**config.mk**
```make
export PLATFORM = sky130hd
export DESIGN_NAME = csr_top
export DESIGN_NICKNAME = d
export VERILOG_FILES = /design/src/hw/csr_pkg.sv /design/src/hw/csr_decode_stage.sv /design/src/hw/csr_trap_regs.sv /design/src/hw/csr_counters.sv /design/src/hw/csr_read_stage.sv /design/src/hw/csr_top.sv
export VERILOG_INCLUDE_DIRS = /design/src /design/src/hw
export SDC_FILE = /design/constraint.sdc
export NUM_CORES = 1
export LEC_CHECK = 0
export BUFFER_PORTS_ARGS = -buffer_cell sky130_fd_sc_hd__buf_4
export CAP_MARGIN = 20
export CORE_ASPECT_RATIO = 1.2
export CORE_MARGIN = 3
export CORE_UTILIZATION = 40
export CTS_CLUSTER_DIAMETER = 60
export DETAILED_ROUTE_END_ITERATION = 10
export GPL_TIMING_DRIVEN = 0
export PLACE_DENSITY = 0.6
export SYNTH_ARGS = -nofsm -noshare
export SYNTH_HDL_FRONTEND = slang
export SYNTH_SLANG_ARGS = --single-unit
```
**constraint.sdc**
```tcl
create_clock -name csr_clk_i -period 2.3 [get_ports csr_clk_i]
set_clock_uncertainty 0.1 [all_clocks]
set_input_delay 0.345 -clock csr_clk_i [delete_from_list [all_inputs] [get_ports csr_clk_i]]
set_output_delay 0.345 -clock csr_clk_i [all_outputs]
set_load 0.01 [all_outputs]
```
**src/hw/csr_defines.svh**
```systemverilog
`ifndef CSR_DEFINES_SVH
`define CSR_DEFINES_SVH

`define CSR_XLEN   32
`define CSR_ADDR_W 12

// machine trap setup and handling
`define CSR_ADDR_MSTATUS       12'h300
`define CSR_ADDR_MISA          12'h301
`define CSR_ADDR_MIE           12'h304
`define CSR_ADDR_MTVEC         12'h305
`define CSR_ADDR_MCOUNTINHIBIT 12'h320
`define CSR_ADDR_MSCRATCH      12'h340
`define CSR_ADDR_MEPC          12'h341
`define CSR_ADDR_MCAUSE        12'h342
`define CSR_ADDR_MTVAL         12'h343

// machine counters
`define CSR_ADDR_MCYCLE        12'hB00
`define CSR_ADDR_MINSTRET      12'hB02

// identity, read-only space
`define CSR_ADDR_MVENDORID     12'hF11
`define CSR_ADDR_MARCHID       12'hF12
`define CSR_ADDR_MIMPID        12'hF13
`define CSR_ADDR_MHARTID       12'hF14

`define CSR_MISA_VALUE 32'h4000_0100 // mxl=1, base I

`define CSR_MSTATUS_MIE_BIT  3
`define CSR_MSTATUS_MPIE_BIT 7

`endif

```
**src/hw/csr_pkg.sv**
```systemverilog
`include "csr_defines.svh"

package csr_pkg;

  typedef logic [`CSR_XLEN-1:0]   csr_data_t;
  typedef logic [`CSR_ADDR_W-1:0] csr_addr_t;

  typedef enum logic [1:0] {
    CSR_OP_READ  = 2'b00,
    CSR_OP_WRITE = 2'b01,
    CSR_OP_SET   = 2'b10,
    CSR_OP_CLEAR = 2'b11
  } csr_op_e;

  typedef struct packed {
    csr_op_e   op;
    csr_addr_t addr;
    csr_data_t wdata;
  } csr_req_t;

  typedef struct packed {
    csr_op_e   op;
    csr_addr_t addr;
    csr_data_t wdata;
    logic      illegal;
  } csr_dec_t;

  typedef struct packed {
    csr_data_t rdata;
    logic      illegal;
  } csr_rsp_t;

  typedef struct packed {
    csr_data_t cause;
    csr_data_t epc;
    csr_data_t tval;
  } trap_info_t;

  // new register value for one access kind
  function automatic csr_data_t csr_apply(csr_op_e op, csr_data_t old_val, csr_data_t wdata);
    case (op)
      CSR_OP_WRITE: csr_apply = wdata;
      CSR_OP_SET:   csr_apply = old_val | wdata;
      CSR_OP_CLEAR: csr_apply = old_val & ~wdata;
      default:      csr_apply = old_val;
    endcase
  endfunction

endpackage

```
**src/hw/csr_decode_stage.sv**
```systemverilog
`timescale 1ns/1ps
`include "csr_defines.svh"

module csr_decode_stage import csr_pkg::*; (
  input  logic     csr_clk_i,
  input  logic     rst_n_i,
  input  logic     req_valid_i,
  output logic     req_ready_o,
  input  csr_req_t req_i,
  input  logic     stage_ready_i,
  output csr_dec_t dec_o,
  output logic     commit_o
);

  logic     dec_valid_q;
  csr_dec_t dec_q;
  logic     addr_known;
  logic     addr_ro;
  logic     illegal;
  logic     accept;

  always_comb begin
    case (req_i.addr)
      `CSR_ADDR_MSTATUS,
      `CSR_ADDR_MISA,
      `CSR_ADDR_MIE,
      `CSR_ADDR_MTVEC,
      `CSR_ADDR_MCOUNTINHIBIT,
      `CSR_ADDR_MSCRATCH,
      `CSR_ADDR_MEPC,
      `CSR_ADDR_MCAUSE,
      `CSR_ADDR_MTVAL,
      `CSR_ADDR_MCYCLE,
      `CSR_ADDR_MINSTRET,
      `CSR_ADDR_MVENDORID,
      `CSR_ADDR_MARCHID,
      `CSR_ADDR_MIMPID,
      `CSR_ADDR_MHARTID: addr_known = 1'b1;
      default:           addr_known = 1'b0;
    endcase
  end

  // misa is a constant here, so treat it like the 0xCxx/0xFxx space
  assign addr_ro = (req_i.addr[`CSR_ADDR_W-1 -: 2] == 2'b11) ||
                   (req_i.addr == `CSR_ADDR_MISA);
  assign illegal = !addr_known || (addr_ro && (req_i.op != CSR_OP_READ));

  assign req_ready_o = !dec_valid_q || stage_ready_i; // slot frees as it commits
  assign accept      = req_valid_i && req_ready_o;
  assign commit_o    = dec_valid_q && stage_ready_i;

  always_ff @(posedge csr_clk_i or negedge rst_n_i) begin
    if (!rst_n_i) begin
      dec_valid_q <= 1'b0;
    end else if (accept) begin
      dec_valid_q <= 1'b1;
    end else if (commit_o) begin
      dec_valid_q <= 1'b0;
    end
  end

  always_ff @(posedge csr_clk_i) begin
    if (accept) begin
      dec_q.op      <= req_i.op;
      dec_q.addr    <= req_i.addr;
      dec_q.wdata   <= req_i.wdata;
      dec_q.illegal <= illegal;
    end
  end

  assign dec_o = dec_q;

endmodule

```
**src/hw/csr_trap_regs.sv**
```systemverilog
`timescale 1ns/1ps
`include "csr_defines.svh"

module csr_trap_regs import csr_pkg::*; (
  input  logic       csr_clk_i,
  input  logic       rst_n_i,
  input  csr_dec_t   dec_i,
  input  logic       commit_i,
  input  logic       trap_valid_i,
  input  trap_info_t trap_i,
  input  logic       mret_valid_i,
  output csr_data_t  rdata_o,
  output csr_data_t  mtvec_o,
  output csr_data_t  mepc_o,
  output logic       mstatus_mie_o
);

  logic                   mstatus_mie_q;
  logic                   mstatus_mpie_q;
  csr_data_t              mie_q;
  logic [`CSR_XLEN-1:2]   mtvec_q;     // low bits hardwired to zero
  csr_data_t              mscratch_q;
  logic [`CSR_XLEN-1:2]   mepc_q;
  csr_data_t              mcause_q;
  csr_data_t              mtval_q;
  csr_data_t              mstatus_w;
  csr_data_t              wr_val;
  logic                   wr_en;

  always_comb begin
    mstatus_w                        = '0;
    mstatus_w[`CSR_MSTATUS_MIE_BIT]  = mstatus_mie_q;
    mstatus_w[`CSR_MSTATUS_MPIE_BIT] = mstatus_mpie_q;
  end

  always_comb begin
    case (dec_i.addr)
      `CSR_ADDR_MSTATUS:  rdata_o = mstatus_w;
      `CSR_ADDR_MIE:      rdata_o = mie_q;
      `CSR_ADDR_MTVEC:    rdata_o = {mtvec_q, 2'b00};
      `CSR_ADDR_MSCRATCH: rdata_o = mscratch_q;
      `CSR_ADDR_MEPC:     rdata_o = {mepc_q, 2'b00};
      `CSR_ADDR_MCAUSE:   rdata_o = mcause_q;
      `CSR_ADDR_MTVAL:    rdata_o = mtval_q;
      `CSR_ADDR_MISA:     rdata_o = `CSR_MISA_VALUE;
      `CSR_ADDR_MVENDORID,
      `CSR_ADDR_MARCHID,
      `CSR_ADDR_MIMPID,
      `CSR_ADDR_MHARTID:  rdata_o = '0; // non-commercial, single hart
      default:            rdata_o = '0;
    endcase
  end

  assign wr_en  = commit_i && !dec_i.illegal && (dec_i.op != CSR_OP_READ);
  assign wr_val = csr_apply(dec_i.op, rdata_o, dec_i.wdata);

  always_ff @(posedge csr_clk_i or negedge rst_n_i) begin
    if (!rst_n_i) begin
      mstatus_mie_q  <= 1'b0;
      mstatus_mpie_q <= 1'b0;
    end else if (trap_valid_i) begin
      mstatus_mpie_q <= mstatus_mie_q;
      mstatus_mie_q  <= 1'b0;
    end else if (mret_valid_i) begin
      mstatus_mie_q  <= mstatus_mpie_q;
      mstatus_mpie_q <= 1'b1;
    end else if (wr_en && (dec_i.addr == `CSR_ADDR_MSTATUS)) begin
      mstatus_mie_q  <= wr_val[`CSR_MSTATUS_MIE_BIT];
      mstatus_mpie_q <= wr_val[`CSR_MSTATUS_MPIE_BIT];
    end
  end

  // trap record beats a same-cycle csr write
  always_ff @(posedge csr_clk_i or negedge rst_n_i) begin
    if (!rst_n_i) begin
      mepc_q   <= '0;
      mcause_q <= '0;
      mtval_q  <= '0;
    end else if (trap_valid_i) begin
      mepc_q   <= trap_i.epc[`CSR_XLEN-1:2];
      mcause_q <= trap_i.cause;
      mtval_q  <= trap_i.tval;
    end else if (wr_en) begin
      if (dec_i.addr == `CSR_ADDR_MEPC)   mepc_q   <= wr_val[`CSR_XLEN-1:2];
      if (dec_i.addr == `CSR_ADDR_MCAUSE) mcause_q <= wr_val;
      if (dec_i.addr == `CSR_ADDR_MTVAL)  mtval_q  <= wr_val;
    end
  end

  always_ff @(posedge csr_clk_i or negedge rst_n_i) begin
    if (!rst_n_i) begin
      mie_q      <= '0;
      mtvec_q    <= '0;
      mscratch_q <= '0;
    end else if (wr_en) begin
      if (dec_i.addr == `CSR_ADDR_MIE)      mie_q      <= wr_val;
      if (dec_i.addr == `CSR_ADDR_MTVEC)    mtvec_q    <= wr_val[`CSR_XLEN-1:2];
      if (dec_i.addr == `CSR_ADDR_MSCRATCH) mscratch_q <= wr_val;
    end
  end

  assign mtvec_o       = {mtvec_q, 2'b00};
  assign mepc_o        = {mepc_q, 2'b00};
  assign mstatus_mie_o = mstatus_mie_q;

endmodule

```
**src/hw/csr_counters.sv**
```systemverilog
`timescale 1ns/1ps
`include "csr_defines.svh"

module csr_counters import csr_pkg::*; (
  input  logic      csr_clk_i,
  input  logic      rst_n_i,
  input  csr_dec_t  dec_i,
  input  logic      commit_i,
  input  logic      retire_i,
  output csr_data_t rdata_o
);

  csr_data_t mcycle_q;
  csr_data_t minstret_q;
  logic      cy_inhibit_q; // mcountinhibit.CY
  logic      ir_inhibit_q; // mcountinhibit.IR
  csr_data_t inhibit_w;
  csr_data_t wr_val;
  logic      wr_en;

  always_comb begin
    inhibit_w    = '0;
    inhibit_w[0] = cy_inhibit_q;
    inhibit_w[2] = ir_inhibit_q;
  end

  always_comb begin
    case (dec_i.addr)
      `CSR_ADDR_MCYCLE:        rdata_o = mcycle_q;
      `CSR_ADDR_MINSTRET:      rdata_o = minstret_q;
      `CSR_ADDR_MCOUNTINHIBIT: rdata_o = inhibit_w;
      default:                 rdata_o = '0;
    endcase
  end

  assign wr_en  = commit_i && !dec_i.illegal && (dec_i.op != CSR_OP_READ);
  assign wr_val = csr_apply(dec_i.op, rdata_o, dec_i.wdata);

  always_ff @(posedge csr_clk_i or negedge rst_n_i) begin
    if (!rst_n_i) begin
      mcycle_q     <= '0;
      minstret_q   <= '0;
      cy_inhibit_q <= 1'b0;
      ir_inhibit_q <= 1'b0;
    end else begin
      if (wr_en && (dec_i.addr == `CSR_ADDR_MCYCLE)) begin
        mcycle_q <= wr_val;   // write replaces this cycle's tick
      end else if (!cy_inhibit_q) begin
        mcycle_q <= mcycle_q + csr_data_t'(1);
      end
      if (wr_en && (dec_i.addr == `CSR_ADDR_MINSTRET)) begin
        minstret_q <= wr_val;
      end else if (retire_i && !ir_inhibit_q) begin
        minstret_q <= minstret_q + csr_data_t'(1);
      end
      if (wr_en && (dec_i.addr == `CSR_ADDR_MCOUNTINHIBIT)) begin
        cy_inhibit_q <= wr_val[0];
        ir_inhibit_q <= wr_val[2];
      end
    end
  end

endmodule

```
**src/hw/csr_read_stage.sv**
```systemverilog
`timescale 1ns/1ps

module csr_read_stage import csr_pkg::*; (
  input  logic      csr_clk_i,
  input  logic      rst_n_i,
  input  csr_dec_t  dec_i,
  input  logic      commit_i,
  input  csr_data_t trap_rdata_i,
  input  csr_data_t cnt_rdata_i,
  output logic      stage_ready_o,
  output logic      rsp_valid_o,
  input  logic      rsp_ready_i,
  output csr_rsp_t  rsp_o
);

  logic      rsp_valid_q;
  csr_rsp_t  rsp_q;
  csr_data_t merged_w;

  // blocks drive zero for addresses that are not theirs
  assign merged_w = trap_rdata_i | cnt_rdata_i;

  // slot empty, or emptied by the core this cycle
  assign stage_ready_o = !rsp_valid_q || rsp_ready_i;

  always_ff @(posedge csr_clk_i or negedge rst_n_i) begin
    if (!rst_n_i) begin
      rsp_valid_q <= 1'b0;
    end else if (commit_i) begin
      rsp_valid_q <= 1'b1;
    end else if (rsp_ready_i) begin
      rsp_valid_q <= 1'b0;
    end
  end

  always_ff @(posedge csr_clk_i) begin
    if (commit_i) begin
      rsp_q.rdata   <= dec_i.illegal ? '0 : merged_w;
      rsp_q.illegal <= dec_i.illegal;
    end
  end

  assign rsp_valid_o = rsp_valid_q;
  assign rsp_o       = rsp_q;

endmodule

```
**src/hw/csr_top.sv**
```systemverilog
`timescale 1ns/1ps

module csr_top import csr_pkg::*; (
  input  logic       csr_clk_i,
  input  logic       rst_n_i,
  input  logic       req_valid_i,
  output logic       req_ready_o,
  input  csr_req_t   req_i,
  output logic       rsp_valid_o,
  input  logic       rsp_ready_i,
  output csr_rsp_t   rsp_o,
  input  logic       trap_valid_i,
  input  trap_info_t trap_i,
  input  logic       mret_valid_i,
  input  logic       retire_i,
  output csr_data_t  mtvec_o,
  output csr_data_t  mepc_o,
  output logic       mstatus_mie_o
);

  csr_dec_t  dec_w;
  logic      commit_w;
  logic      stage_ready_w;
  csr_data_t trap_rdata_w;
  csr_data_t cnt_rdata_w;

  csr_decode_stage csr_decode_stage_inst (
    .csr_clk_i     (csr_clk_i),
    .rst_n_i       (rst_n_i),
    .req_valid_i   (req_valid_i),
    .req_ready_o   (req_ready_o),
    .req_i         (req_i),
    .stage_ready_i (stage_ready_w),
    .dec_o         (dec_w),
    .commit_o      (commit_w)
  );

  csr_trap_regs csr_trap_regs_inst (
    .csr_clk_i     (csr_clk_i),
    .rst_n_i       (rst_n_i),
    .dec_i         (dec_w),
    .commit_i      (commit_w),
    .trap_valid_i  (trap_valid_i),
    .trap_i        (trap_i),
    .mret_valid_i  (mret_valid_i),
    .rdata_o       (trap_rdata_w),
    .mtvec_o       (mtvec_o),
    .mepc_o        (mepc_o),
    .mstatus_mie_o (mstatus_mie_o)
  );

  csr_counters csr_counters_inst (
    .csr_clk_i (csr_clk_i),
    .rst_n_i   (rst_n_i),
    .dec_i     (dec_w),
    .commit_i  (commit_w),
    .retire_i  (retire_i),
    .rdata_o   (cnt_rdata_w)
  );

  csr_read_stage csr_read_stage_inst (
    .csr_clk_i     (csr_clk_i),
    .rst_n_i       (rst_n_i),
    .dec_i         (dec_w),
    .commit_i      (commit_w),
    .trap_rdata_i  (trap_rdata_w),
    .cnt_rdata_i   (cnt_rdata_w),
    .stage_ready_o (stage_ready_w),
    .rsp_valid_o   (rsp_valid_o),
    .rsp_ready_i   (rsp_ready_i),
    .rsp_o         (rsp_o)
  );

endmodule

```
==> flow_summary.yaml, run 1 <==
status:
  status: "complete, but fails checks"
  violations: "setup timing"
synth:
  synth_ff_type: "dfrtp_1"
  synth_area_um2: 17900
  postSynthCellCount: 1724
  seq_area_frac_synth: 0.496
  synth_area_leaders: "dfrtp_1, edfxtp_1, o21ai_0"
  synth_edf_count: 80
  async_reset_ff_frac: 0.763
  synth.distinct_cells: 78
  ys_ff_latch: 338
  synth_top_cell_area_share: 0.361
  synth_top_area_cell: "dfrtp_1"
  avgSynthCellArea_um2: 10.4
  ys_warn_count: 0
grt:
  grt_pass1_vias: 17700
  grt_use_total: 0.307
  grt_pass1_wl_um: 109000
  antenna_found_initial: 1
  grt-ovfl-total: 0
  grt_max_degree: 121
place:
  gp_congestion: 0.941
  place_ws_ns: -1.15
  numPortBuffers: 241
  dp_cells: 2532
  dp_hpwl_um: 51000
power_and_ir_drop:
  p_total_mw: 16.3
  p_leak_nw: 11.9
  p_comb_frac: 0.174
  p_seq_frac: 0.423
  switching_power_mw: 4.54
  irDropWorstVdd_mv: 0.539
  p_per_area_nw_per_um2: 577
  p_int_mw: 11.8
  clock_power_share: 0.403
  p_sw_frac: 0.278
sta:
  fmax_mhz: 375
  setup_ws_ns: -0.370
  maxSlewViolCount: 0
  worst_slew_pin_slew_ns: 1.20
  hold_viol: 0
  fin_crit_ns: 2.67
  tns_ns: -54.02
  rsz0062_at_grt: "yes"
  setup_viol: 279
  fin_crit_sh: 1.16
  slew_headroom: 0.199
die:
  core-area_um2: 43900
  dieHeight_um: 237
  ios: 249
  die_w_um: 199
  start_util: 0.407
  rows: 84
  dieArea_um2: 47200
finish:
  final_util: 0.643
  fin_nets: 2497
  mostFrequentLayoutCell: "buf_4"
  final_cells: 2937
  layout_common_cells: "buf_4, dfrtp_1, nand2_1, dlygate4sd3_1, o21ai_2"
  drive_gt1_frac: 0.458
  area_delta_synth_final_pct: 58.2
setup_path:
  path_max_fanout: 6
  critical_path.most_common_cell: "buf_6"
  cp-end-kind: "register"
  cpPeakStageDelay_ns: 0.58
  worst_path_max_delay_cell: "or4bb_1"
  cp_top_family: "simple AND/OR/NAND/NOR gates"
  worstPathArrival_ns: 3.06
  worst_ep_required_time_ns: 2.69
  start_kind: "register"
  critPathBufInv: 4
  path_class: "reg2reg"
  crit_chain: "or4bb_1 -> buf_6 -> nor3_4 -> buf_6 -> buf_12 -> a22oi_2 -> a22o_4 -> buf_4 -> o21ai_2"
cts:
  cts_tree: "yes"
  numCtsBuffers: 39
  path_clk_slew_ns: 0.06
  root_buffer: "clkbuf_16"
  cts_max_level: 2
  clock_latency_ns: 0.58
  clockBufferDepth: 3
  clock_sinks: 338
worst_hold_path:
  hold_class: "in2reg"
flow_run:
  drv_cap: 0
routing:
  drtAntennaViolNets: 0
  via_count: 17800
  avgRoutedWirePerCell_um: 26.6
  drcViolationCount: 0
  first_iter_violations: 1655
  viasPerCell: 6.06
  drt_wl_total_um: 78100
  drt-pass1-iter-count: 7
-- cells in the mapped netlist (7+ instances only) --
library cell	instances
and4_1	8
nand4_1	19
a21oi_1	121
buf_1	11
nor3_1	18
xor2_1	24
nand2b_1	7
mux4_2	27
nor2_1	44
a221o_1	15
dfrtp_1	258
nand3_1	36
and3_1	33
nand2_1	233
a22oi_1	35
clkbuf_1	85
a2bb2oi_1	18
buf_2	34
a22o_1	41
mux2_2	62
inv_1	9
mux2i_1	62
o21a_1	58
xnor2_1	63
and2_1	7
o21ai_0	202
edfxtp_1	80
buf_4	7
o21ai_1	11
nor2b_1	7
-- power groups by stage --
stage	Combinational (mW)	Sequential (mW)	Clock, mW
detailed placement	1.99	6.98	0
global placement	1.94	6.97	0
finish	2.84	6.90	6.57
floorplan	1.09	6.89	0
global route	3.00	6.93	6.86
CTS	2.58	6.87	6.62
-- registers in the layout, summed over array words and instances (netlist names), 30 cells and up --
signal / count
csr_trap_regs_inst.mepc_q: 30
csr_counters_inst.mcycle_q: 32
csr_trap_regs_inst.mtval_q: 32
csr_decode_stage_inst.dec_o: 47
csr_trap_regs_inst.mtvec_q: 30
csr_trap_regs_inst.mcause_q: 32
csr_trap_regs_inst.mie_q: 32
csr_counters_inst.minstret_q: 32
csr_read_stage_inst.rsp_o: 33
csr_trap_regs_inst.mscratch_q: 32
-- per-stage QoR --
stage	hold slack [ns]	instance area, um^2
floorplan	-0.0506	17900
global placement	0.340	20400
detailed placement	0.223	20500
CTS	0.0830	26300
global route	0.121	28200
finish	0.0928	28300
-- cell type report --
cell class              count  area [um^2]
flip-flops and latches    338         8860
plain buffers             125         1300
diodes                      3         7.51
inverters                   9         33.8
well taps                 559          699
multi-input cells        1243        10500
fillers                  3319        15700
clock buffers              48         1030
repair buffers            590         5520
clock inverters            22          280
-- path summary, 6_finish.rpt --
check,startpoint,cells after the start,to,slack (ns)
worst max register to register,csr_decode_stage_inst.dec_o[43]$_DFFE_PP_,9,csr_trap_regs_inst.mscratch_q[27]$_DFFE_PN0P_,-0.37
worst min-delay path,rsp_ready_i,3,csr_read_stage_inst.rsp_valid_o$_DFFE_PN0P_,0.09
worst max-delay path,csr_decode_stage_inst.dec_o[43]$_DFFE_PP_,9,csr_trap_regs_inst.mscratch_q[27]$_DFFE_PN0P_,-0.37
max in group asynchronous,rst_n_i,4,csr_trap_regs_inst.mepc_q[15]$_DFFE_PN0P_,0.44
min in group asynchronous,rst_n_i,2,csr_counters_inst.minstret_q[24]$_DFFE_PN0P_,0.21
worst min register to register,csr_trap_regs_inst.mscratch_q[16]$_DFFE_PN0P_,2,csr_trap_regs_inst.mscratch_q[16]$_DFFE_PN0P_,0.38
-- cells by family after synthesis --
kind of cell / Yosys count / share of synthesized area
AO/OA/AOI/OAI: 545 / 0.192
AND/OR/NAND/NOR: 451 / 0.124
flip-flops: 338 / 0.496
multiplexers: 154 / 0.110
buffers and inverters: 146 / 0.0345
XOR/XNOR: 87 / 0.0427
adder cells (fa/ha/maj): 2 / 0.00140
other: 1 / 0.000210
-- per-layer routing --
metal,share of wire,vias to the layer above,global-route usage
met5,0,-,0
met4,0.075,0,0.176
met3,0.071,341,0.0447
met2,0.49,1060,0.515
met1,0.37,8818,0.379
li1,-,7592,-
-- repair_timing --
| action | 4_1_cts | 5_1_grt |
|---|---|---|
| setup buffers | 115 | 70 |
| hold buffers | 144 | 0 |
| endpoints found under the setup margin | 288 | 286 |
| pin swaps | 145 | 176 |
| gates cloned | 9 | 8 |
| gates resized for setup | 624 | 373 |
| hold endpoints to repair | 199 | 0 |
-- tightest hold or removal path: cells and delay by family --
| family | cells | cell delay [ns] |
|---|---|---|
| buffers and inverters | 1 | 0.08 |
| AND/OR/NAND/NOR | 2 | 0.29 |
(Power assumes the default switching activity.)
==> run 2: changes to the inputs <==
--- a/config.mk
+++ b/config.mk
@@ -11,6 +11,7 @@
 export CORE_ASPECT_RATIO = 1.2
 export CORE_MARGIN = 3
 export CORE_UTILIZATION = 40
+export CTS_BUF_LIST = sky130_fd_sc_hd__clkbuf_8
 export CTS_CLUSTER_DIAMETER = 60
 export DETAILED_ROUTE_END_ITERATION = 10
 export GPL_TIMING_DRIVEN = 0
==> run 2 against run 1 <==
Net effect: the run still ends with setup timing left; setup slack improved by 0.090 ns; largest power group unchanged; clock power is 18% lower; flip-flop and latch count stayed put.
==> flow_summary.yaml, run 2 (synthesized netlist as in run 1, its figures left out) <==
status:
  status: "complete, but fails checks"
  violations: "setup timing"
setup_path:
  path_max_fanout: 5
  crit_start: "csr_decode_stage_inst.dec_o[33]$_DFFE_PP_"
  r2r-start: "csr_decode_stage_inst.dec_o[33]$_DFFE_PP_"
  rrSetupSlack_ns: -0.28
  path_class: "reg2reg"
  endpoint: "csr_counters_inst.mcycle_q[7]$_DFFE_PN0P_"
  worstReg2RegEnd: "csr_counters_inst.mcycle_q[7]$_DFFE_PN0P_"
  cp-end-kind: "register"
  ff2ff_path_depth: 11
  worstPathArrival_ns: 3.06
  start_kind: "register"
  worst_ep_required_time_ns: 2.78
routing:
  drt-pass1-iter-count: 6
  first_iter_violations: 1430
  drcViolationCount: 0
  drtAntennaViolNets: 0
  via_count: 17500
  viasPerCell: 5.93
  drt_wl_total_um: 75900
  avgRoutedWirePerCell_um: 25.7
place:
  gp_congestion: 0.941
  dp_hpwl_um: 51000
  place_ws_ns: -1.15
  dp_cells: 2532
  numPortBuffers: 241
sta:
  fmax_mhz: 388
  rsz0062_at_grt: "yes"
  fin_crit_sh: 1.12
  slew_headroom: 0.233
  fin_crit_ns: 2.58
  setup_viol: 271
  maxSlewViolCount: 0
  tns_ns: -33.92
  worst_slew_pin_slew_ns: 1.15
  hold_viol: 0
  setup_ws_ns: -0.280
finish:
  fin_nets: 2492
  drive_gt1_frac: 0.447
  final_cells: 2950
  mostFrequentLayoutCell: "buf_4"
  nFillCells: 3440
  final_util: 0.627
  layout_common_cells: "buf_4, dfrtp_1, nand2_1, dlygate4sd3_1, o21ai_2"
  largest_register_ffs: 47
  area_delta_synth_final_pct: 54.1
cts:
  numCtsBuffers: 57
  root_buffer: "clkbuf_8"
  clockBufferDepth: 3
  cts_tree: "yes"
  clock_sinks: 338
  path_clk_slew_ns: 0.06
  clock_latency_ns: 0.69
  cts_max_level: 2
grt:
  grt_pass1_wl_um: 108000
  grt_max_degree: 121
  antenna_found_initial: 2
  grt-ovfl-total: 0
  grt_use_total: 0.305
  grt_pass1_vias: 17900
die:
  rows: 84
  die_w_um: 199
  core-area_um2: 43900
  ios: 249
  dieArea_um2: 47200
  dieHeight_um: 237
  start_util: 0.407
worst_hold_path:
  hold_class: "in2async"
power_and_ir_drop:
  p_total_mw: 15.1
  p_per_area_nw_per_um2: 548
  irDropWorstVdd_mv: 0.420
  p_leak_nw: 11.7
flow_run:
  drv_cap: 0
run 2: cell count changes in the layout (fill, tap and decap cells not counted), moves of 8 or more:
| cell | change |
|---|---|
| buf_8 | -10 |
| clkbuf_8 | +69 |
| clkbuf_16 | -41 |
| a21oi_1 | +14 |
| a21oi_2 | -15 |
| buf_4 | -10 |
| inv_1 | +25 |
| clkbuf_1 | -8 |
run 2: cell type report:
class	instances	area [um^2]	area share
inverter	9	33.8	0.00123
multi-input combinational	1244	10400	0.378
antenna	3	7.51	0.000273
clock inverter	38	186	0.00677
buffer	121	1130	0.0411
timing repair buffer	570	5270	0.191
tap	559	699	0.0254
clock buffer	68	936	0.0340
sequential	338	8860	0.322
run 2: timing repair:
action,in CTS,in global routing
gates cloned,8,8
buffers inserted,110,64
resized for setup,600,339
hold buffers,145,0
hold endpoints to repair,202,0
pin swaps,178,159
setup endpoints to repair,288,286
run 2: worst min-delay path by stage:
stage / to / slack (ns)
floorplan: csr_counters_inst.cy_inhibit_q$_DFFE_PN0P_ / -0.05
global placement: csr_read_stage_inst.rsp_o[0]$_DFFE_PP_ / 0.34
finish: csr_counters_inst.minstret_q[24]$_DFFE_PN0P_ / 0.11
detailed placement: csr_counters_inst.minstret_q[24]$_DFFE_PN0P_ / 0.22
global route: csr_counters_inst.mcycle_q[1]$_DFFE_PN0P_ / 0.17
CTS: csr_counters_inst.mcycle_q[19]$_DFFE_PN0P_ / 0.12
run 2: critical path: stages, from the launching register on:
cell	delay, ns
edfxtp_1	0.37
buf_6	0.16
buf_12	0.15
buf_6	0.11
nor4_4	0.29
buf_4	0.20
buf_6	0.11
a22oi_2	0.07
nor3_2	0.20
a211oi_1	0.07
or3_1	0.45
o21ai_1	0.17
run 2: metal layers:
layer  vias to the layer above  share of wire  GRT usage
met2                       935           0.49      0.514
met5                         -              0          0
met3                       273          0.072     0.0508
met1                      8673           0.37      0.369
li1                       7613              -          -
met4                         0          0.067      0.176
run 2: power by group:
group	leakage (nW)	internal [mW]	switching, mW
clock network	0.672	2.79	2.61
logic	6.97	1.37	1.43
registers	4.02	6.52	0.380
total	11.7	10.7	4.42
run 2: through the flow:
| stage | area (um^2) | hold slack [ns] |
|---|---|---|
| floorplan | 17900 | -0.0506 |
| global placement | 20400 | 0.340 |
| detailed placement | 20500 | 0.223 |
| CTS | 26000 | 0.124 |
| global route | 27500 | 0.173 |
| finish | 27500 | 0.113 |
